`config.mk`:
```
export PLATFORM = sky130hd
export DESIGN_NAME = k16_core
export DESIGN_NICKNAME = d
export VERILOG_FILES = /design/src/k16_isa_pkg.sv /design/src/k16_bus_pkg.sv /design/src/k16_alu.sv /design/src/k16_core.sv
export VERILOG_INCLUDE_DIRS = /design/src /design/src/include
export SDC_FILE = /design/constraint.sdc
export NUM_CORES = 1
export LEC_CHECK = 0
export ABC_AREA = 1
export BUFFER_PORTS_ARGS = -buffer_cell sky130_fd_sc_hd__buf_2
export CAP_MARGIN = 5
export CORE_ASPECT_RATIO = 1.4
export CORE_MARGIN = 3
export CORE_UTILIZATION = 30
export DETAILED_ROUTE_END_ITERATION = 10
export PLACE_DENSITY = 0.51
export SLEW_MARGIN = 10
export SYNTH_ARGS = -nofsm -noshare
export SYNTH_HDL_FRONTEND = slang
export SYNTH_SLANG_ARGS = --single-unit
export TNS_END_PERCENT = 100
```
`constraint.sdc`:
```
create_clock -name clk -period 3.75 [get_ports clk]
set_input_delay 0.1875 -clock clk [delete_from_list [all_inputs] [get_ports clk]]
set_output_delay 0.1875 -clock clk [all_outputs]
set_load 0.02 [all_outputs]
```
`src/include/k16_consts.svh`:
```
`ifndef K16_CONSTS_SVH
`define K16_CONSTS_SVH

// Data and address width
`define K16_WORD_BITS 16

// General registers, the last one is the PC
`define K16_NUM_REGS 8

`define K16_PC_REG 7

// RAM decodes only the low address bits
`define K16_RAM_WORDS 4096

// JMP encoding with every offset bit set
`define K16_HALT_WORD 16'h9FFF

`endif

```
`src/k16_isa_pkg.sv`:
```
`include "k16_consts.svh"

package k16_isa_pkg;

  typedef logic [`K16_WORD_BITS-1:0] word_t;

  typedef logic [$clog2(`K16_NUM_REGS)-1:0] reg_idx_t;

  typedef enum logic [1:0] {
    ALU_ARITH = 2'd0,
    ALU_LOGIC = 2'd1,
    ALU_IMM   = 2'd2
  } alu_class_t;

  typedef logic [2:0] alu_op_t;

  // Arithmetic and logic ops match instruction bits 2..0
  localparam alu_op_t OP_ADD = 3'd0;
  localparam alu_op_t OP_ADC = 3'd1;
  localparam alu_op_t OP_SUB = 3'd2;
  localparam alu_op_t OP_SBC = 3'd3;
  localparam alu_op_t OP_AND = 3'd4;
  localparam alu_op_t OP_OR  = 3'd5;
  localparam alu_op_t OP_XOR = 3'd6;
  localparam alu_op_t OP_NOT = 3'd7;

  // Immediate loads, taken from instruction bits 9..8
  localparam alu_op_t IMM_LDL  = 3'd0;
  localparam alu_op_t IMM_LDH  = 3'd1;
  localparam alu_op_t IMM_LDLZ = 3'd2;
  localparam alu_op_t IMM_LDHZ = 3'd3;

  typedef struct packed {
    logic carry;
    logic zero;
    logic negative;
  } flags_t;

endpackage

```
`src/k16_bus_pkg.sv`:
```
package k16_bus_pkg;

  // One RAM access from either master
  typedef struct packed {
    logic               req;
    logic               write;
    k16_isa_pkg::word_t addr;
    k16_isa_pkg::word_t wdata;
  } mem_req_t;

  typedef enum logic [1:0] {
    PANEL_DEPOSIT = 2'd0,
    PANEL_EXAMINE = 2'd1,
    PANEL_START   = 2'd2
  } panel_op_t;

  // Start uses addr as the start PC
  typedef struct packed {
    panel_op_t          op;
    k16_isa_pkg::word_t addr;
    k16_isa_pkg::word_t data;
  } panel_cmd_t;

endpackage

```
`src/k16_alu.sv`:
```
`timescale 1ns/1ps
`include "k16_consts.svh"

module k16_alu (
  input  k16_isa_pkg::alu_class_t op_class,
  input  k16_isa_pkg::alu_op_t    op,
  input  k16_isa_pkg::word_t      a,
  input  k16_isa_pkg::word_t      b,
  input  logic                    carry_in,
  output k16_isa_pkg::word_t      result,
  output k16_isa_pkg::flags_t     flags_out
);

  logic [`K16_WORD_BITS:0] wide;
  logic                    carry;

  always_comb
  begin
    wide = {1'b0, a};
    result = a;
    carry = carry_in;
    case (op_class)
      k16_isa_pkg::ALU_ARITH:
      begin
        // Top bit is carry on add, borrow on subtract
        case (op)
          k16_isa_pkg::OP_ADD: wide = {1'b0, a} + {1'b0, b};
          k16_isa_pkg::OP_ADC: wide = {1'b0, a} + {1'b0, b} + carry_in;
          k16_isa_pkg::OP_SUB: wide = {1'b0, a} - {1'b0, b};
          k16_isa_pkg::OP_SBC: wide = {1'b0, a} - {1'b0, b} - carry_in;
          default: wide = {1'b0, a};
        endcase
        result = wide[`K16_WORD_BITS-1:0];
        carry = wide[`K16_WORD_BITS];
      end
      k16_isa_pkg::ALU_LOGIC:
      begin
        case (op)
          k16_isa_pkg::OP_AND: result = a & b;
          k16_isa_pkg::OP_OR:  result = a | b;
          k16_isa_pkg::OP_XOR: result = a ^ b;
          k16_isa_pkg::OP_NOT: result = ~a;
          default: result = a;
        endcase
      end
      k16_isa_pkg::ALU_IMM:
      begin
        // Immediate byte sits in b[7:0]
        case (op)
          k16_isa_pkg::IMM_LDL:  result = {a[15:8], b[7:0]};
          k16_isa_pkg::IMM_LDH:  result = {b[7:0], a[7:0]};
          k16_isa_pkg::IMM_LDLZ: result = {8'h00, b[7:0]};
          k16_isa_pkg::IMM_LDHZ: result = {b[7:0], 8'h00};
          default: result = a;
        endcase
      end
      default:
        result = a;
    endcase
  end

  assign flags_out.carry = carry;
  assign flags_out.zero = (result == '0);
  assign flags_out.negative = result[`K16_WORD_BITS-1];

endmodule

```
`src/k16_core.sv`:
```
`timescale 1ns/1ps
`include "k16_consts.svh"

module k16_core (
  input  logic                  clk,
  input  logic                  reset,
  input  logic                  start,
  input  k16_isa_pkg::word_t    start_pc,
  input  k16_isa_pkg::word_t    rdata,
  output k16_bus_pkg::mem_req_t core_req,
  output logic                  halted
);

  typedef enum logic [3:0] {
    S_HALT, S_FETCH, S_WAIT, S_DECODE, S_EXEC,
    S_JUMP, S_MEM_ADDR, S_LD_REQ, S_LD_DATA, S_ST_REQ
  } state_t;

  state_t                  state;
  k16_isa_pkg::word_t      regs [`K16_NUM_REGS];
  k16_isa_pkg::word_t      ir;
  k16_isa_pkg::flags_t     flags;

  // Latched at decode
  k16_isa_pkg::alu_class_t alu_class;
  k16_isa_pkg::alu_op_t    alu_op;
  k16_isa_pkg::word_t      op_a;
  k16_isa_pkg::word_t      op_b;
  k16_isa_pkg::reg_idx_t   dest;
  logic                    wr_reg;
  logic                    wr_carry;
  logic                    is_store;
  k16_isa_pkg::word_t      mem_addr;

  k16_isa_pkg::word_t      alu_result;
  k16_isa_pkg::flags_t     alu_flags;

  k16_isa_pkg::reg_idx_t   f_dst;
  k16_isa_pkg::reg_idx_t   f_sa;
  k16_isa_pkg::reg_idx_t   f_sb;
  k16_isa_pkg::word_t      off7;
  k16_isa_pkg::word_t      off10;
  logic                    branch_taken;

  assign f_dst = ir[12:10];
  assign f_sa = ir[9:7];
  assign f_sb = ir[6:4];
  assign off7 = {{(`K16_WORD_BITS-7){ir[6]}}, ir[6:0]};
  assign off10 = {{(`K16_WORD_BITS-10){ir[9]}}, ir[9:0]};

  // BOS and BOC have no overflow flag behind them
  always_comb
  begin
    case (f_dst)
      3'd0: branch_taken = flags.carry;
      3'd1: branch_taken = ~flags.carry;
      3'd2: branch_taken = flags.zero;
      3'd3: branch_taken = ~flags.zero;
      3'd4: branch_taken = flags.negative;
      3'd5: branch_taken = ~flags.negative;
      default: branch_taken = 1'b0;
    endcase
  end

  k16_alu u_alu (
    .op_class  (alu_class),
    .op        (alu_op),
    .a         (op_a),
    .b         (op_b),
    .carry_in  (flags.carry),
    .result    (alu_result),
    .flags_out (alu_flags)
  );

  always_ff @(posedge clk)
  begin
    if (reset)
    begin
      state <= S_HALT;
      flags <= '0;
    end
    else
    begin
      case (state)
        S_HALT:
        begin
          if (start)
          begin
            regs[`K16_PC_REG] <= start_pc;
            state <= S_FETCH;
          end
        end
        S_FETCH:
          state <= S_WAIT;
        S_WAIT:
        begin
          ir <= rdata;
          regs[`K16_PC_REG] <= regs[`K16_PC_REG] + 1'b1;
          state <= S_DECODE;
        end
        S_DECODE:
        begin
          alu_class <= k16_isa_pkg::ALU_ARITH;
          alu_op <= k16_isa_pkg::OP_ADD;
          op_a <= regs[f_sa];
          op_b <= regs[f_sb];
          dest <= f_dst;
          wr_reg <= 1'b1;
          wr_carry <= 1'b0;
          is_store <= 1'b0;
          casez (ir)
            16'b000?_????_????_00??:
            begin
              alu_op <= ir[2:0];
              wr_carry <= 1'b1;
              state <= S_EXEC;
            end
            16'b000?_????_????_01??:
            begin
              alu_class <= k16_isa_pkg::ALU_LOGIC;
              alu_op <= ir[2:0];
              state <= S_EXEC;
            end
            16'b000?_????_????_1100:
            begin
              op_b <= k16_isa_pkg::word_t'(1);
              state <= S_EXEC;
            end
            16'b000?_????_????_1110:
            begin
              // CMP
              alu_op <= k16_isa_pkg::OP_SUB;
              wr_reg <= 1'b0;
              wr_carry <= 1'b1;
              state <= S_EXEC;
            end
            16'b000?_????_????_1111:
            begin
              alu_op <= k16_isa_pkg::OP_SUB;
              op_b <= k16_isa_pkg::word_t'(1);
              state <= S_EXEC;
            end
            16'b010?_????_????_????:
            begin
              op_b <= off7;
              state <= branch_taken ? S_JUMP : S_FETCH;
            end
            16'b011?_????_????_????:
            begin
              alu_class <= k16_isa_pkg::ALU_IMM;
              alu_op <= {1'b0, ir[9:8]};
              op_a <= regs[f_dst];
              op_b <= {8'h00, ir[7:0]};
              state <= S_EXEC;
            end
            16'b100?_????_????_????:
            begin
              op_a <= regs[f_dst];
              op_b <= off10;
              state <= (ir == `K16_HALT_WORD) ? S_HALT : S_JUMP;
            end
            16'b110?_????_????_????:
            begin
              op_b <= off7;
              state <= S_MEM_ADDR;
            end
            16'b111?_????_????_????:
            begin
              op_b <= off7;
              is_store <= 1'b1;
              state <= S_MEM_ADDR;
            end
            default:
              state <= S_HALT;
          endcase
        end
        S_EXEC:
        begin
          if (wr_reg)
            regs[dest] <= alu_result;
          if (wr_carry)
            flags.carry <= alu_flags.carry;
          flags.zero <= alu_flags.zero;
          flags.negative <= alu_flags.negative;
          state <= S_FETCH;
        end
        S_JUMP:
        begin
          regs[`K16_PC_REG] <= alu_result;
          state <= S_FETCH;
        end
        S_MEM_ADDR:
        begin
          mem_addr <= alu_result;
          state <= is_store ? S_ST_REQ : S_LD_REQ;
        end
        S_LD_REQ:
          state <= S_LD_DATA;
        S_LD_DATA:
        begin
          regs[dest] <= rdata;
          flags.zero <= (rdata == '0);
          flags.negative <= rdata[`K16_WORD_BITS-1];
          state <= S_FETCH;
        end
        S_ST_REQ:
          state <= S_FETCH;
        default:
          state <= S_HALT;
      endcase
    end
  end

  always_comb
  begin
    core_req = '0;
    core_req.addr = mem_addr;
    core_req.wdata = regs[dest];
    if (state == S_FETCH)
    begin
      core_req.req = 1'b1;
      core_req.addr = regs[`K16_PC_REG];
    end
    else if (state == S_LD_REQ)
      core_req.req = 1'b1;
    else if (state == S_ST_REQ)
    begin
      core_req.req = 1'b1;
      core_req.write = 1'b1;
    end
  end

  assign halted = (state == S_HALT);

  // Start comes from the panel only while the core sits halted
  assert property (@(posedge clk) disable iff (reset) start |-> halted);

endmodule

```
Yosys cells after proc, flatten, opt, wreduce, memory -nomap -nowiden
Memory sizes are Yosys's and may differ from the RTL's. A register that Yosys moved wholly into a read port is not among the register bits.
Cells that the tools add are included.

word-level totals
  memory bits (writable) = 128
  memories = 1
  latch bits = 0
  output and inout port bits = 35
  ROM bits = 0
  logic and storage cells = 139
  input port bits = 35
  register bits after elaboration = 82

memory list
  memory  depth  width  rd ports  clocked after Yosys merged registers in  wr ports  RTL line        RTL
  regs    8      16     5         4                                        1         k16_core.sv:20  k16_isa_pkg::word_t regs [`K16_NUM_REGS];

operators by class
  multipliers = 0
  divide/modulo/power cells = 0
  add/subtract/negate cells = 5
  shift-type cells = 0
  equality and inequality tests = 34
  reduce and logical (&&, ||, !) cells = 22
  bitwise logic cells = 11
  muxes and demuxes = 52
  order comparisons = 0

operator list
  kind                   count
  $pmux 16 s4            3
  $mux 16                6
  $pmux 17 s4            1
  $pmux 16 s3            1
  $logic_not 16->1       2
  $pmux 4 s7             1
  $eq 3x3->1 const B     9
  $mux 1                 25
  $eq 7x4->1 const B     3
  $mux 3                 7
  $eq 3x2->1 const B     6
  $add 16x16->17         1
  $add 17x1->17          1
  $sub 16x16->17         1
  $sub 17x1->17          1
  $add 16x1->16 const B  1
  $and 16x16->16         1
  $eq 16x16->1 const B   1
  $eq 4x3->1 const B     4
  $not 16->16            1
  $or 16x16->16          1
  $reduce_or 16->1       1
  $xor 16x16->16         1
  $pmux 3 s4             1
  other kinds (26)       44

Depth between registers and ports, before layout
Gate-level depths: netlist (run 1).

  depth after elaboration = 7
  depth in mapped cells = 25
  mapped depth without buffers = 25

Modules after synthesis
A second synthesis (run 1) with hierarchy kept.

unflattened totals
  cells, all modules = 2,620
  area total of the unflattened synthesis = 18,397.6 µm²

by module, submodules not included
  module    area an instance (µm²)  seq. area each (µm²)  cells each  instances
  k16_core  13,241.4                6,476.2               1,609       1
  k16_alu   5,156.2                 0.0                   1,011       1

Least setup slack after synthesis (run 1)
Ideal clock, no wire load.

  path kind = register -> register
  start point = register state[3]
  end point = register alu_class[0] (enable)
  clock period less this slack = 3,089 ps
  path slack = 661 ps
  stages on the path, launching flop included = 6
  data arrival time = 2,639 ps
  setup time = 450 ps
  buffers on the path = 0
  data required time = 3,300 ps
  path through = dfxtp_1 -> nor2_1 -> inv_1 -> nor2_1 -> inv_1 -> nor2_1

between the ends
  longest elaborated chain between the ends = 2

RTL lines
  what                        RTL line         RTL
  from (decl)                 k16_core.sv:19   state_t state;
  from (signal assigned)      k16_core.sv:146  state <= branch_taken ? S_JUMP : S_FETCH;
  from (signal assigned)      k16_core.sv:160  state <= (ir == `K16_HALT_WORD) ? S_HALT : S_JUMP;
  from (signal assigned)      k16_core.sv:195  state <= is_store ? S_ST_REQ : S_LD_REQ;
  $eq 4x2->1                  k16_core.sv:84   case (state)
  $reduce_and 2->1 (no line)  --
  to (signal assigned)        k16_core.sv:103  alu_class <= k16_isa_pkg::ALU_ARITH;
  to (signal assigned)        k16_core.sv:120  alu_class <= k16_isa_pkg::ALU_LOGIC;
  to (signal assigned)        k16_core.sv:150  alu_class <= k16_isa_pkg::ALU_IMM;
  to (decl)                   k16_core.sv:25   k16_isa_pkg::alu_class_t alu_class;

Every way passes these cells.
A chain may end at the register's enable or synchronous reset.

Worst setup path after layout (run 1)
  start point = register op_b[7]
  end point = memory regs[1][13] (netlist bit) (data pin)

between the ends
  longest elaborated chain between the ends = 6
  elaborated cells between the ends (all ways) = 9
  those cells by class = 4 x add/sub; 5 x mux

RTL lines
  what                                              RTL line                      RTL
  from (decl)                                       k16_core.sv:28                k16_isa_pkg::word_t op_b;
  from (signal assigned)                            k16_core.sv:106               op_b <= regs[f_sb];
  from (signal assigned)                            k16_core.sv:126               op_b <= k16_isa_pkg::word_t'(1);
  from (signal assigned)                            k16_core.sv:140               op_b <= k16_isa_pkg::word_t'(1);
  $sub 16x16->17 or $add 16x16->17 (tied branches)  --
  $sub 17x1->17 or $add 17x1->17 (tied branches)    k16_alu.sv:30, k16_alu.sv:28
  $pmux 17 s4 *                                     k16_alu.sv:26                 case (op)
  $pmux 16 s3 *                                     k16_alu.sv:22                 case (op_class)
  net alu_result[13]                                k16_core.sv:35                k16_isa_pkg::word_t alu_result;
  $mux 16 (no line)                                 --
  $mux 16 (no line) *                               --
  to (decl)                                         k16_core.sv:20

Mark *: on every way through the listed nets, which the timed path passes. The rest lies on a longest branch.

==> results.md, run 1 <==
Final layout:
- The multi-input logic area is 9700 um^2.
- The final-layout fill cell count is 6188.
- The number of nets in the layout is 2662.
- The fraction of layout instances using a drive strength above 1 is 0.125.
- The register ranked first by flip-flop count is regs.
- The total area of sequential cells is 6500 um^2.
- The total inserted antenna cells is 0.
- The flip-flop count of the largest register, all copies and words added is 128.
- Relative to the synthesized area, the layout overhead comes to 14.1%.

Floorplan:
- The initialized floorplan defines 104 standard-cell rows.
- Measured along the x axis, the die boundary spans 212 um.
- The region available for standard cell placement spans 58000 um^2.
- The initial cell density of the core is 0.306.
- The chip height is 294 um.
- The floorplan die area is 62100 um^2.
- 70 I/O pins were placed.

Place:
- The count of buffers inserted at the top-level ports is 69.
- The placed wire-length estimate after detailed placement is 55900 um.
- At the end of routability-driven placement, the weighted congestion stood at 0.946.

Timing:
- The final critical delay including setup and external delays is 3.53 ns.
- On the final layout, the worst hold slack is 0.167 ns.
- The count of final max-slew check failures is 0.
- The slew of the pin with the lowest slew margin is 1.13 ns.
- The maximum clock skew at final layout is 0.0347 ns.
- After routing, the total negative slack on setup checks comes to 0 ns.
- The headroom to the max-slew limit is 0.243.
- The hold violation total from the final report is 0.
- Derived from the worst setup path, the maximum achievable clock frequency is 0.283 GHz.
- The final cycle utilization of the critical path is 0.942.
- Setup violations remaining at the end of the flow were counted as 0.

Routing:
- In this run the remaining antenna-violating nets after routing total 0.
- The wire length per cell is 22.3 um.
- The number of vias per cell after detailed routing is 5.59.
- Detailed routing inserted a total of 18600 vias.
- In the routed design, unresolved DRC markers number 0.
- In this run, the number of DRC markers left after iteration 0 of detailed routing was 1813.
- The total length of routed wires is 74300 um.
- The first detailed-routing pass took 6 iterations.

Logic synthesis:
- Of the post-synthesis cell area, the dominant cell type holds 0.344.
- After technology mapping, the gate count stands at 2501.
- Synthesis inferred 222 register bits.
- The synthesized design spends more area on one cell type than any other, namely sky130_fd_sc_hd__edfxtp_1.
- The top flip-flop cell by instance count after synthesis is sky130_fd_sc_hd__edfxtp_1.
- Counting instances in the post-synthesis netlist gives the leading cell types as 485 x sky130_fd_sc_hd__nand2_1, 343 x sky130_fd_sc_hd__o21ai_0, 256 x sky130_fd_sc_hd__inv_1.
- The cell area that synthesis handed to floorplanning was 17700 um^2.
- The post-synthesis net count is 2593.
- Yosys attributes the largest share of cell area to sky130_fd_sc_hd__edfxtp_1 34%, sky130_fd_sc_hd__nand2_1 10%, sky130_fd_sc_hd__o21ai_0 9.7%.
- Counting flops with an async set or reset pin after synthesis yields a share of 0.
- The share of the Yosys chip area taken by registers is 0.365.
- The synthesized netlist contains 47 unique library cells.
- During synthesis, Yosys emitted a total of 0 warnings.
- sky130_fd_sc_hd__nand2_1 is the most common cell in the netlist.
- The average size of a mapped cell is 7.09 um^2.
- Yosys mapped a number of flops with a built-in enable equal to 203.

Worst setup path:
- The type of the worst setup path is reg2reg.
- The worst setup path is launched from a flop.
- The largest fanout on the critical path is 10.
- The worst setup path is captured at a flop.
- Data on the critical path arrives at its endpoint at 3.80 ns.
- For the worst setup path, the data required time is 4.02 ns.

CTS:
- The number of buffers inserted during clock tree synthesis is 23.
- In this run the clock root is driven by a sky130_fd_sc_hd__clkbuf_16.
- CTS built an H-tree with a depth of 1.
- Clock-pin slew was measured on the worst setup and hold paths at 0.06 ns.
- The later pin in the worst-skew pair is clocked with a latency of 0.55 ns.
- CTS saw 222 sinks.
- The clock tree from TritonCTS is done.
- The maximum count of clock buffers along a single path is 3.

Hold path:
- The class of the tightest hold or removal check is in2reg.

Power:
- After layout, the design draws a total of 6610 uW.
- For this design the static power due to leakage is 0.00820 uW.
- The peak supply drop is 0.316 mV.
- For this design the ratio of total power to cell area is 327 nW/um^2.

GRT:
- Entering global routing, the biggest net connects 91 pins.
- The total overflow left after global routing is 0.
- The number of antenna violations at the first check in global routing is 0.
- The global-route wire length before repair is 111000 um.
- Across every metal layer, demand over resource in global routing totals 0.233.
- The via count of the first global-routing pass is 17800.

Job:
- The max-capacitance violation count is 0.

Status:
- The flow ran to the end, and the final reports show no timing, DRC or antenna violations.
-- worst max-delay path, cell delays in order, from the launching register on --
cell	delay, ns
sky130_fd_sc_hd__edfxtp_1	0.41
sky130_fd_sc_hd__inv_1	0.08
sky130_fd_sc_hd__ha_1	0.52
sky130_fd_sc_hd__nand2_1	0.18
sky130_fd_sc_hd__nor2_2	0.27
sky130_fd_sc_hd__nand3_1	0.17
sky130_fd_sc_hd__nand3_1	0.13
sky130_fd_sc_hd__nand2_1	0.05
sky130_fd_sc_hd__nand2_1	0.14
sky130_fd_sc_hd__nand2_1	0.07
sky130_fd_sc_hd__nor2_1	0.24
sky130_fd_sc_hd__nand3b_1	0.11
sky130_fd_sc_hd__nand2_1	0.07
sky130_fd_sc_hd__inv_1	0.04
sky130_fd_sc_hd__nand2_1	0.05
sky130_fd_sc_hd__nand3_1	0.15
sky130_fd_sc_hd__nand2_1	0.11
sky130_fd_sc_hd__nand3_2	0.10
sky130_fd_sc_hd__nand2_1	0.07
sky130_fd_sc_hd__nand3_1	0.10
sky130_fd_sc_hd__buf_4	0.21
-- power by group --
group / internal [uW] / total (uW) / switching (uW)
Combinational: 355 / 1170 / 816
Sequential: 2780 / 2900 / 121
Clock: 1510 / 2540 / 1040
-- routing by layer --
metal  vias up  routed length, um  global-route usage
met2       833              36500               0.413
met3       256               4230              0.0218
li1       8782                  -                   -
met1      8746              27500               0.265
met4         0               6070               0.159
met5         -                  0                   0
-- final cells by class --
cell class,instances,share of cell area
timing repair buffer,182,0.0618
inverter,281,0.0521
sequential,222,0.321
multi-input combinational,1860,0.479
clock buffer,27,0.0302
tap,742,0.0459
clock inverter,14,0.00977
-- cell families after synthesis --
logic type,synth area share
and+or+nand+nor,0.252
AOI/OAI and AO/OA,0.245
buffers and inverters,0.0925
DFF,0.365
adders and majority gates,0.0410
xor gates and xnor gates,0.00395
-- cell usage in the layout, fill, tap and decap left out, types with 7 or more instances in the layout --
cell type                       netlist  routed
sky130_fd_sc_hd__nor2_1             246     233
sky130_fd_sc_hd__a31oi_1             21      21
sky130_fd_sc_hd__xor2_1               8       8
sky130_fd_sc_hd__nor2_4               7       9
sky130_fd_sc_hd__nand4_1             18      18
sky130_fd_sc_hd__nor4_1               8       8
sky130_fd_sc_hd__o22ai_1             27      27
sky130_fd_sc_hd__nand2_2             29      29
sky130_fd_sc_hd__buf_2               16      69
sky130_fd_sc_hd__dfxtp_1             19      10
sky130_fd_sc_hd__o211ai_1           120     120
sky130_fd_sc_hd__clkbuf_16            0      23
sky130_fd_sc_hd__nor3_1              26      26
sky130_fd_sc_hd__a221oi_1            10      10
sky130_fd_sc_hd__clkinv_1             2       7
sky130_fd_sc_hd__buf_4                3      94
sky130_fd_sc_hd__dlygate4sd3_1        0      18
sky130_fd_sc_hd__o21ai_0            343     342
sky130_fd_sc_hd__inv_1              256     254
sky130_fd_sc_hd__a21oi_1            202     202
sky130_fd_sc_hd__inv_2               23      25
sky130_fd_sc_hd__edfxtp_1           203     203
sky130_fd_sc_hd__nand3_2             16      17
sky130_fd_sc_hd__nand2_1            485     485
sky130_fd_sc_hd__ha_1                55      50
sky130_fd_sc_hd__nand3_1            174     173
sky130_fd_sc_hd__nor2_2              11      22
sky130_fd_sc_hd__o221ai_1            10       9
-- path summary, 6_finish.rpt --
path,start,endpoint,slack (ns),cells past startpoint
max,op_b[7],regs[1][13],0.22,20
min,start_pc[7],regs[1][7],0.17,4
max reg2reg,op_b[7],regs[1][13],0.22,20
min reg2reg,ir[5],flop,0.56,2
-- repair_timing --
| action | CTS | global route |
|---|---|---|
| hold endpoints to repair | 28 | 0 |
| buffers inserted | 0 | 3 |
| resized for setup | 0 | 16 |
| hold buffers | 18 | 0 |
| setup endpoints to repair | 0 | 83 |
-- metrics by stage --
step	worst slack [ns]	instances	area, um^2	utilization
6_report	0.218	3328	20200	0.349
5_1_grt	-0.00215	3328	20200	0.349
4_1_cts	0.0635	3325	20200	0.348
3_5_place_dp	0.104	3266	19200	0.331
3_3_place_gp	0.127	3266	19200	0.331
2_1_floorplan	0.661	2501	17700	-
Power figures use the tool's default switching activity.
==> run 2: changes to the inputs <==
--- a/config.mk
+++ b/config.mk
@@ -10,12 +10,13 @@
 export BUFFER_PORTS_ARGS = -buffer_cell sky130_fd_sc_hd__buf_2
 export CAP_MARGIN = 5
 export CORE_ASPECT_RATIO = 1.4
-export CORE_MARGIN = 3
-export CORE_UTILIZATION = 30
+export CORE_MARGIN = 5
+export CORE_UTILIZATION = 40
 export DETAILED_ROUTE_END_ITERATION = 10
-export PLACE_DENSITY = 0.51
+export PLACE_DENSITY = 0.62
 export SLEW_MARGIN = 10
 export SYNTH_ARGS = -nofsm -noshare
 export SYNTH_HDL_FRONTEND = slang
+export SYNTH_HIERARCHICAL = 1
 export SYNTH_SLANG_ARGS = --single-unit
 export TNS_END_PERCENT = 100
==> run 2 against run 1 <==
Compared with the run above:
- fmax down 0.45%
- sequential power about the same
- wire length down 1.9%
- sequential share of layout area down 1.8 points
- largest power group unchanged
- non-clock buffer count up 83
- register-to-register slack worse by 0.02 ns
- hold slack worse by 0.14 ns
==> results.md, run 2 <==
Status:
- The run finished with clean final reports.

Logic synthesis:
- Counting flops with an async set or reset pin after synthesis yields a share of 0.
- The mapped netlist covers 18400 um^2.
- The biggest area consumer among synthesized cells is sky130_fd_sc_hd__edfxtp_1.
- The number of enable flip-flop cells after synthesis is 203.
- A synthesized cell averages 7.02 um^2.
- The synthesized design contains 222 register bits.
- Counting every net in the synthesized netlist gives 2711.
- The number of synthesis warnings is 6.
- The top flip-flop cell by instance count after synthesis is sky130_fd_sc_hd__edfxtp_1.
- Sorting the synthesized cells by area gives the leading types as sky130_fd_sc_hd__edfxtp_1 33%, sky130_fd_sc_hd__nand2_1 11%, sky130_fd_sc_hd__o21ai_0 9.9%.
- The part of the Yosys area used for sequential elements is 0.352.
- The number of instances in the synthesized netlist is 2620.
- Sorting the synthesized cells by how often they occur yields 548 x sky130_fd_sc_hd__nand2_1, 363 x sky130_fd_sc_hd__o21ai_0, 272 x sky130_fd_sc_hd__nor2_1.
- The share of synthesized area in the top cell type comes to 0.331.
- The number of distinct library cells after synthesis is 52.
- Yosys instantiated no cell more often than sky130_fd_sc_hd__nand2_1.

Worst setup path:
- The critical path startpoint category is a flop.
- The worst setup path is captured at a flop.
- The number of buffers and inverters on the critical path is 2.
- The slowest stage of the critical path is the sky130_fd_sc_hd__edfxtp_1 cell.
- The arrival time of data at the critical path endpoint is 3.83 ns.
- The category of cells accounting for the largest share of critical-path delay is simple AND/OR/NAND/NOR gates.
- The critical path goes through buf_4, ha_1, nor2_1, nand2_1, nand3_1, nand2_1, nand2_1, nand2_1, nand2_1, nand2_1, nor2_1, nand4_1, nand2_1, nand2_1, nand3_1, nand2_1, nand2_1, nand2_2, inv_1, a21oi_2, a21oi_2.
- The critical path required time is 4.03 ns.
- In this run the worst path has a maximum fanout of 8.
- The most used cell along the critical path is sky130_fd_sc_hd__nand2_1.
- The type of the worst setup path is reg2reg.
- The longest individual stage delay on the worst path is 0.47 ns.

CTS:
- The clock reaches the later pin of the worst-skew pair after 0.55 ns.
- The sink count of the clock tree is 222.
- TritonCTS created 23 clock buffers.
- The number of H-tree branching levels is 1.
- The longest clock path from root to sink contains 3 buffers.
- Clock-pin slew was measured on the worst setup and hold paths at 0.06 ns.
- The tree is rooted in a sky130_fd_sc_hd__clkbuf_16.
- The clock tree from TritonCTS is done.

Routing:
- The total length of routed wires is 72900 um.
- In the final routed layout, each cell accounts on average for 21.4 um.
- The detailed router placed 19700 vias in this run.
- The number of vias per cell after detailed routing is 5.79.
- The number of detailed-route iterations in the first pass is 7.
- The remaining design rule violation count is 0.
- The DRC marker count from the first detailed-route iteration is 2042.
- The post-detailed-route count of antenna-violating nets is 0.

Timing:
- Setup repair after global routing could not meet its margin everywhere.
- The hold violation total from the final report is 0.
- The maximum clock skew at final layout is 0.0377 ns.
- The setup slack after layout is 0.202 ns.
- The count of final max-slew check failures came to 0.
- For the pin with the worst max-slew slack, the measured transition is 1.23 ns.
- The total of endpoints with negative setup slack in the final report is 0.
- The worst path needs 3.55 ns of the cycle, external delays included.
- The maximum achievable frequency is 0.282 GHz.
- Dividing the final minimum period by the clock period gives 0.946.
- Measured against its own limit, the worst slew margin works out to 0.179.

Final layout:
- Leaving out fill and tap cells, the most frequent cell in the layout is sky130_fd_sc_hd__nand2_1.
- The top cell types in the final layout, fill and taps aside, are 536 x sky130_fd_sc_hd__nand2_1, 362 x sky130_fd_sc_hd__o21ai_0, 261 x sky130_fd_sc_hd__nor2_1, 241 x sky130_fd_sc_hd__inv_1, 203 x sky130_fd_sc_hd__edfxtp_1.
- The fraction of layout instances using a drive strength above 1 is 0.184.
- The number of standard cells in the final layout excluding fillers is 3398.
- The area growth from synthesis to layout is 16.4%.
- The final-layout fill cell count is 4630.
- The register ranked first by flip-flop count is regs.
- The flip-flop count of the largest register, all copies and words added is 128.
- The number of nets in the layout is 2854.

Power:
- Summed over all cells, the static leakage comes to 0.00906 uW.
- The design draws 6620 uW.
- The peak supply drop is 0.371 mV.
- The power density relative to cell area is 309 nW/um^2.

Hold path:
- The worst hold path belongs to the class in2reg.

GRT:
- The overall global routing resource usage is 0.275.
- The first global-routing pass estimated 108000 um of wire.
- The via count of the first global-routing pass came to 18600.
- After global routing the overflow that remains totals 0.
- The number of antenna violations at the first check in global routing is 0.
- The maximum number of pins on one net before global-route repair is 99.

Floorplan:
- The initial utilization of the core area, before any placement, comes to 0.402.
- In this run the horizontal extent of the chip is 191 um.
- Row generation in the floorplan step produced 93 rows.
- The core footprint is 45700 um^2.
- The floorplan die area is 50400 um^2.
- Measured along the y axis, the die boundary spans 264 um.
- The boundary pin count is 70.

Place:
- The placer's final routability congestion estimate is 0.999.
- The count of buffers inserted at the top-level ports is 69.
- The placed wire-length estimate after detailed placement is 53400 um.
- The placed instance count is 3329.
- OpenSTA, run right after detailed placement, puts the worst setup slack at -0.0791 ns.

Job:
- The max-capacitance violation count is 0.
## run 2: layout make-up
| class | count | area [um^2] | share of cell area |
|---|---|---|---|
| Antenna cell | 1 | 2.50 | 0.000117 |
| Clock buffer | 27 | 642 | 0.0300 |
| Clock inverter | 15 | 156 | 0.00731 |
| Inverter | 298 | 1130 | 0.0527 |
| Multi-Input combinational cell | 1953 | 10300 | 0.481 |
| Sequential cell | 222 | 6490 | 0.303 |
| Tap cell | 617 | 772 | 0.0361 |
| Timing Repair Buffer | 265 | 1910 | 0.0894 |
## run 2: metal layers
layer,global-route usage,share of wire
met3,0.0278,0.066
met4,0.185,0.077
met5,0,0
met1,0.317,0.36
met2,0.478,0.49
## run 2: what timing repair did
item | CTS | global route
hold endpoints to repair | 25 | 0
endpoints found under the setup margin | 40 | 76
buffers inserted | 0 | 9
cloned | 0 | 0
hold buffers | 17 | 0
gates resized for setup | 5 | 81
pin swaps | 0 | 31
## run 2: through the flow
stage / area [um^2] / TNS [ns] / hold WS, ns / utilization
floorplan: 18400 / 0 / 0.257 / -
global placement: 20100 / 0 / 0.398 / 0.439
detailed placement: 20100 / -1.21 / 0.396 / 0.439
CTS: 21100 / 0 / 0.0236 / 0.461
global route: 21400 / -0.199 / 0.0981 / 0.468
finish: 21400 / 0 / 0.0290 / 0.468
## run 2: logic make-up (layout without fill, tap and decap cells)
family	after synthesis	in the layout	synth area share
AO/OA/AOI/OAI	762	762	0.236
other	0	1	0
adder cells (fa/ha/maj)	56	56	0.0389
buffers and inverters	445	605	0.104
XOR/XNOR	5	5	0.00238
AND/OR/NAND/NOR	1130	1130	0.267
flip-flops	222	222	0.352
## run 2: worst paths after layout
check                from           to  slack [ns]  cells past startpoint
setup / recovery  op_a[1]  regs[4][12]        0.20                     21
hold / removal      start     state[0]        0.03                      3
setup reg to reg  op_a[1]  regs[4][12]        0.20                     21
hold reg to reg     ir[6]         flop        0.52                      2
## run 2: report_power, final
part	switching, uW	internal, uW	total (uW)
logic	858	401	1260
registers	129	2780	2910
clock network	1020	1430	2450
## run 2: worst register-to-register path, delay by kind of cell, from the launching register on
kind	cells	cell delay [ns]
buf+inv	2	0.30
flops	1	0.47
fa+ha+maj	1	0.25
simple gates	16	1.86
compound gates	2	0.43
==> run 3: changes to the inputs <==
--- a/config.mk
+++ b/config.mk
@@ -6,7 +6,6 @@
 export SDC_FILE = /design/constraint.sdc
 export NUM_CORES = 1
 export LEC_CHECK = 0
-export ABC_AREA = 1
 export BUFFER_PORTS_ARGS = -buffer_cell sky130_fd_sc_hd__buf_2
 export CAP_MARGIN = 5
 export CORE_ASPECT_RATIO = 1.4
==> run 3 against run 2 <==
Compared with the run above:
- the run now ends with setup timing left
- non-clock buffer count increased by 129
- combinational power increased by 13%
- global-route usage decreased by 2.5 points
- clock skew decreased by 0.024 ns
- wire length decreased by 17%
- die area decreased by 6.7%
- register-to-register slack got worse by 1.4 ns
- sequential share of layout area decreased by 0.67 points
- sequential power about the same
- critical path type unchanged
- largest power group unchanged
==> results.md, run 3 <==
Status:
- The run finished, with violations left.
- The checks that failed: setup timing.

Timing:
- Setup violations remaining at the end of the flow were counted as 68.
- Of the available clock period, the critical path in the final layout requires 1.32.
- For the pin with the worst max-slew slack, the measured transition is 1.21 ns.
- Hold is met by 0.0214 ns.
- The hold violation total from the final report is 0.
- The setup slack after layout is -1.19 ns.
- Setup repair after global routing could not meet its margin everywhere.
- Adding up every negative setup slack in the final design gives -27.69 ns.
- The count of final max-slew check failures is 0.
- The maximum achievable frequency is 0.202 GHz.
- The smallest clock period supported by the final layout is computed as 4.94 ns.
- The maximum clock skew at final layout is 0.0139 ns.
- The headroom to the max-slew limit is 0.193.

Routing:
- The remaining design rule violation count is 0.
- For this block, the routed nets add up to 60800 um of wire.
- The count of nets left with antenna violations once routing finished came out at 0.
- The number of vias per cell after detailed routing is 6.32.
- The vias after detailed routing is 15100.
- In this run, the number of DRC markers left after iteration 0 of detailed routing was 1497.
- The wire length per cell is 25.4 um.
- Before antenna repair, the detailed router went through 5 iterations.

Place:
- After detailed placement, the design holds a cell count of 2312.
- The placer's final routability congestion estimate is 0.951.
- Input and output buffers added on the ports amount to 69.
- Summing all placed instances gives a cell area of 19900 um^2.
- The placed wire-length estimate after detailed placement is 45500 um.

CTS:
- Clock-pin slew was measured on the worst setup and hold paths at 0.07 ns.
- The number of H-tree branching levels is 1.
- The cell chosen for the clock root is sky130_fd_sc_hd__clkbuf_16.
- The number of buffers inserted during clock tree synthesis is 20.
- The sink count of the clock tree is 222.
- TritonCTS built the clock tree.
- The insertion delay to the later sink of the worst-skew pair is 0.52 ns.
- The maximum count of clock buffers along a single path is 3.

Floorplan:
- Measured along the y axis, the die boundary spans 255 um.
- After floorplanning, the core was divided into 89 placement rows.
- 70 I/O pins were placed.
- Measured along the x axis, the die boundary spans 185 um.
- The floorplan die area is 47000 um^2.
- The core region is 42200 um^2.
- The initial cell density of the core is 0.405.

Logic synthesis:
- By area the synthesized netlist is led by sky130_fd_sc_hd__edfxtp_1 36%, sky130_fd_sc_hd__mux4_2 17%, sky130_fd_sc_hd__ha_1 4.0%.
- The register bit total from synthesis is 222.
- Synthesis produced a netlist with a net count of 1619.
- The synthesized netlist contains 95 unique library cells.
- The top flip-flop cell by instance count after synthesis is sky130_fd_sc_hd__edfxtp_1.
- A synthesized cell averages 11.2 um^2.
- The number of instances in the synthesized netlist is 1528.
- Of the synthesized area, sequential elements account for 0.379.
- The biggest area consumer among synthesized cells is sky130_fd_sc_hd__edfxtp_1.
- Sorting the synthesized cells by how often they occur yields 203 x sky130_fd_sc_hd__edfxtp_1, 131 x sky130_fd_sc_hd__mux4_2, 127 x sky130_fd_sc_hd__nand2_1.
- The number of enable flip-flop cells after synthesis is 203.
- The portion of synthesized cell area occupied by the leading cell type is 0.356.
- In this run the cell area of the synthesized design comes to 17100 um^2.
- Of all flip-flops after synthesis, the portion carrying an async set or reset was 0.
- The Yosys step of the flow raised 6 warnings.
- The most frequent cell after synthesis is sky130_fd_sc_hd__edfxtp_1.

Final layout:
- The number of standard cells in the final layout excluding fillers is 2391.
- For this run, the post-layout net count is 1921.
- The register with the most flip-flops in the layout has 128 of them.
- The register ranked first by flip-flop count is regs.
- The fraction of layout instances using a drive strength above 1 is 0.401.
- In the layout the commonest cells are 280 x sky130_fd_sc_hd__buf_4, 203 x sky130_fd_sc_hd__edfxtp_1, 131 x sky130_fd_sc_hd__mux4_2, 122 x sky130_fd_sc_hd__nand2_1, 80 x sky130_fd_sc_hd__a21oi_1.
- The area of all placed cells without fillers is 21800 um^2.
- The most frequent standard cell in the layout excluding fill and tap cells is sky130_fd_sc_hd__buf_4.
- Compared with the post-synthesis result, the final layout area differs by 27.7%.
- The layout has 3646 filler cells.

Power:
- The power density relative to cell area is 304 nW/um^2.
- The static leakage power is 0.00810 uW.
- The peak supply drop is 0.374 mV.

Worst setup path:
- At the worst endpoint, the required time is 4.18 ns.
- The type of the worst setup path is reg2reg.
- The critical path startpoint category is a flop.
- The arrival time of data at the critical path endpoint is 5.38 ns.
- The largest fanout on the critical path is 3.
- The worst setup path is captured at a flop.

Hold path:
- The path class of the tightest hold or removal check is in2reg.

GRT:
- The maximum number of pins on one net before global-route repair is 41.
- Summed over all layers, the global routing overflow is 0.
- The number of antenna violations at the first check in global routing is 1.
- The first global-routing pass estimated 90300 um of wire.
- For this run, the total global-route usage over all layers was measured as 0.251.
- The via count of the first global-routing pass is 14900.

Job:
- Max-cap violations in this run came to 0.
## run 3: cell count changes in the layout (fill, tap and decap cells not counted), moves of 39 or more
cell / change
sky130_fd_sc_hd__mux2i_1: +47
sky130_fd_sc_hd__inv_2: -39
sky130_fd_sc_hd__nand3_1: -140
sky130_fd_sc_hd__nand2_2: -42
sky130_fd_sc_hd__a21oi_1: -115
sky130_fd_sc_hd__mux4_2: +131
sky130_fd_sc_hd__o211ai_1: -61
sky130_fd_sc_hd__o21ai_0: -294
sky130_fd_sc_hd__nor2_1: -194
sky130_fd_sc_hd__buf_4: +106
sky130_fd_sc_hd__nand2_1: -414
sky130_fd_sc_hd__inv_1: -184
## run 3: logic make-up after synthesis
family,after synthesis,share of synthesized area
compound gates,365,0.143
xor+xnor,57,0.0312
fa+ha+maj,56,0.0419
buf+inv,186,0.0457
flops,222,0.379
mux,220,0.231
simple gates,422,0.128
## run 3: area by class of cell
class | count | area, um^2 | area share
Multi-Input combinational cell | 1120 | 10700 | 0.490
Sequential cell | 222 | 6480 | 0.297
Timing Repair Buffer | 394 | 2970 | 0.136
Tap cell | 546 | 683 | 0.0313
Clock buffer | 23 | 543 | 0.0249
Inverter | 72 | 274 | 0.0125
Clock inverter | 13 | 191 | 0.00876
Antenna cell | 1 | 2.50 | 0.000115
## run 3: worst max-delay path: stages, from the launching register on
cell and delay [ns]:
sky130_fd_sc_hd__edfxtp_1 0.44, sky130_fd_sc_hd__inv_2 0.12, sky130_fd_sc_hd__ha_4 0.15, sky130_fd_sc_hd__inv_2 0.04, sky130_fd_sc_hd__fa_2 0.53, sky130_fd_sc_hd__inv_2 0.05
sky130_fd_sc_hd__ha_4 0.25, sky130_fd_sc_hd__nand2_1 0.04, sky130_fd_sc_hd__o21ai_1 0.07, sky130_fd_sc_hd__nand2_1 0.06, sky130_fd_sc_hd__o21ai_1 0.09, sky130_fd_sc_hd__o21ai_1 0.07
sky130_fd_sc_hd__a221o_1 0.33, sky130_fd_sc_hd__or3_4 0.40, sky130_fd_sc_hd__or4_4 0.43, sky130_fd_sc_hd__or4_4 0.43, sky130_fd_sc_hd__or4_4 0.44, sky130_fd_sc_hd__nor4b_4 0.28
sky130_fd_sc_hd__buf_4 0.16, sky130_fd_sc_hd__nor2_2 0.04, sky130_fd_sc_hd__a21oi_2 0.13, sky130_fd_sc_hd__o32ai_2 0.09, sky130_fd_sc_hd__nor3_1 0.22
## run 3: path summary, 6_finish.rpt
path	end	cells past startpoint	slack, ns	startpoint
worst max-delay path	flags[1]	22	-1.19	op_a[0]
worst min-delay path	flop	3	0.02	rdata[6]
worst max register to register	flags[1]	22	-1.19	op_a[0]
worst min register to register	state[1]	1	0.51	is_store
## run 3: per-stage QoR
step | setup slack (ns) | power (uW) | utilization
floorplan | -0.573 | 3750 | -
global placement | -1.08 | 4240 | 0.471
detailed placement | -1.19 | 4260 | 0.471
CTS | -1.13 | 6590 | 0.497
global route | -1.34 | 6870 | 0.517
finish | -1.19 | 6640 | 0.518
## run 3: metal layers
metal | up-vias | GRT usage | part of all wire
li1 | 6577 | - | -
met4 | 0 | 0.132 | 0.061
met2 | 777 | 0.461 | 0.53
met1 | 7576 | 0.290 | 0.35
met5 | - | 0 | 0
met3 | 185 | 0.0187 | 0.060
## run 3: timing repair
action	in CTS	in global routing
gates resized for setup	32	150
hold buffers	15	0
setup endpoints to repair	74	114
hold endpoints to repair	23	0
buffers inserted	6	27
pin swaps	8	31
gates cloned	0	0
## run 3: power breakdown
part           switching [uW]  internal (uW)
combinational             774            653
sequential                119           2790
clock                     925           1390
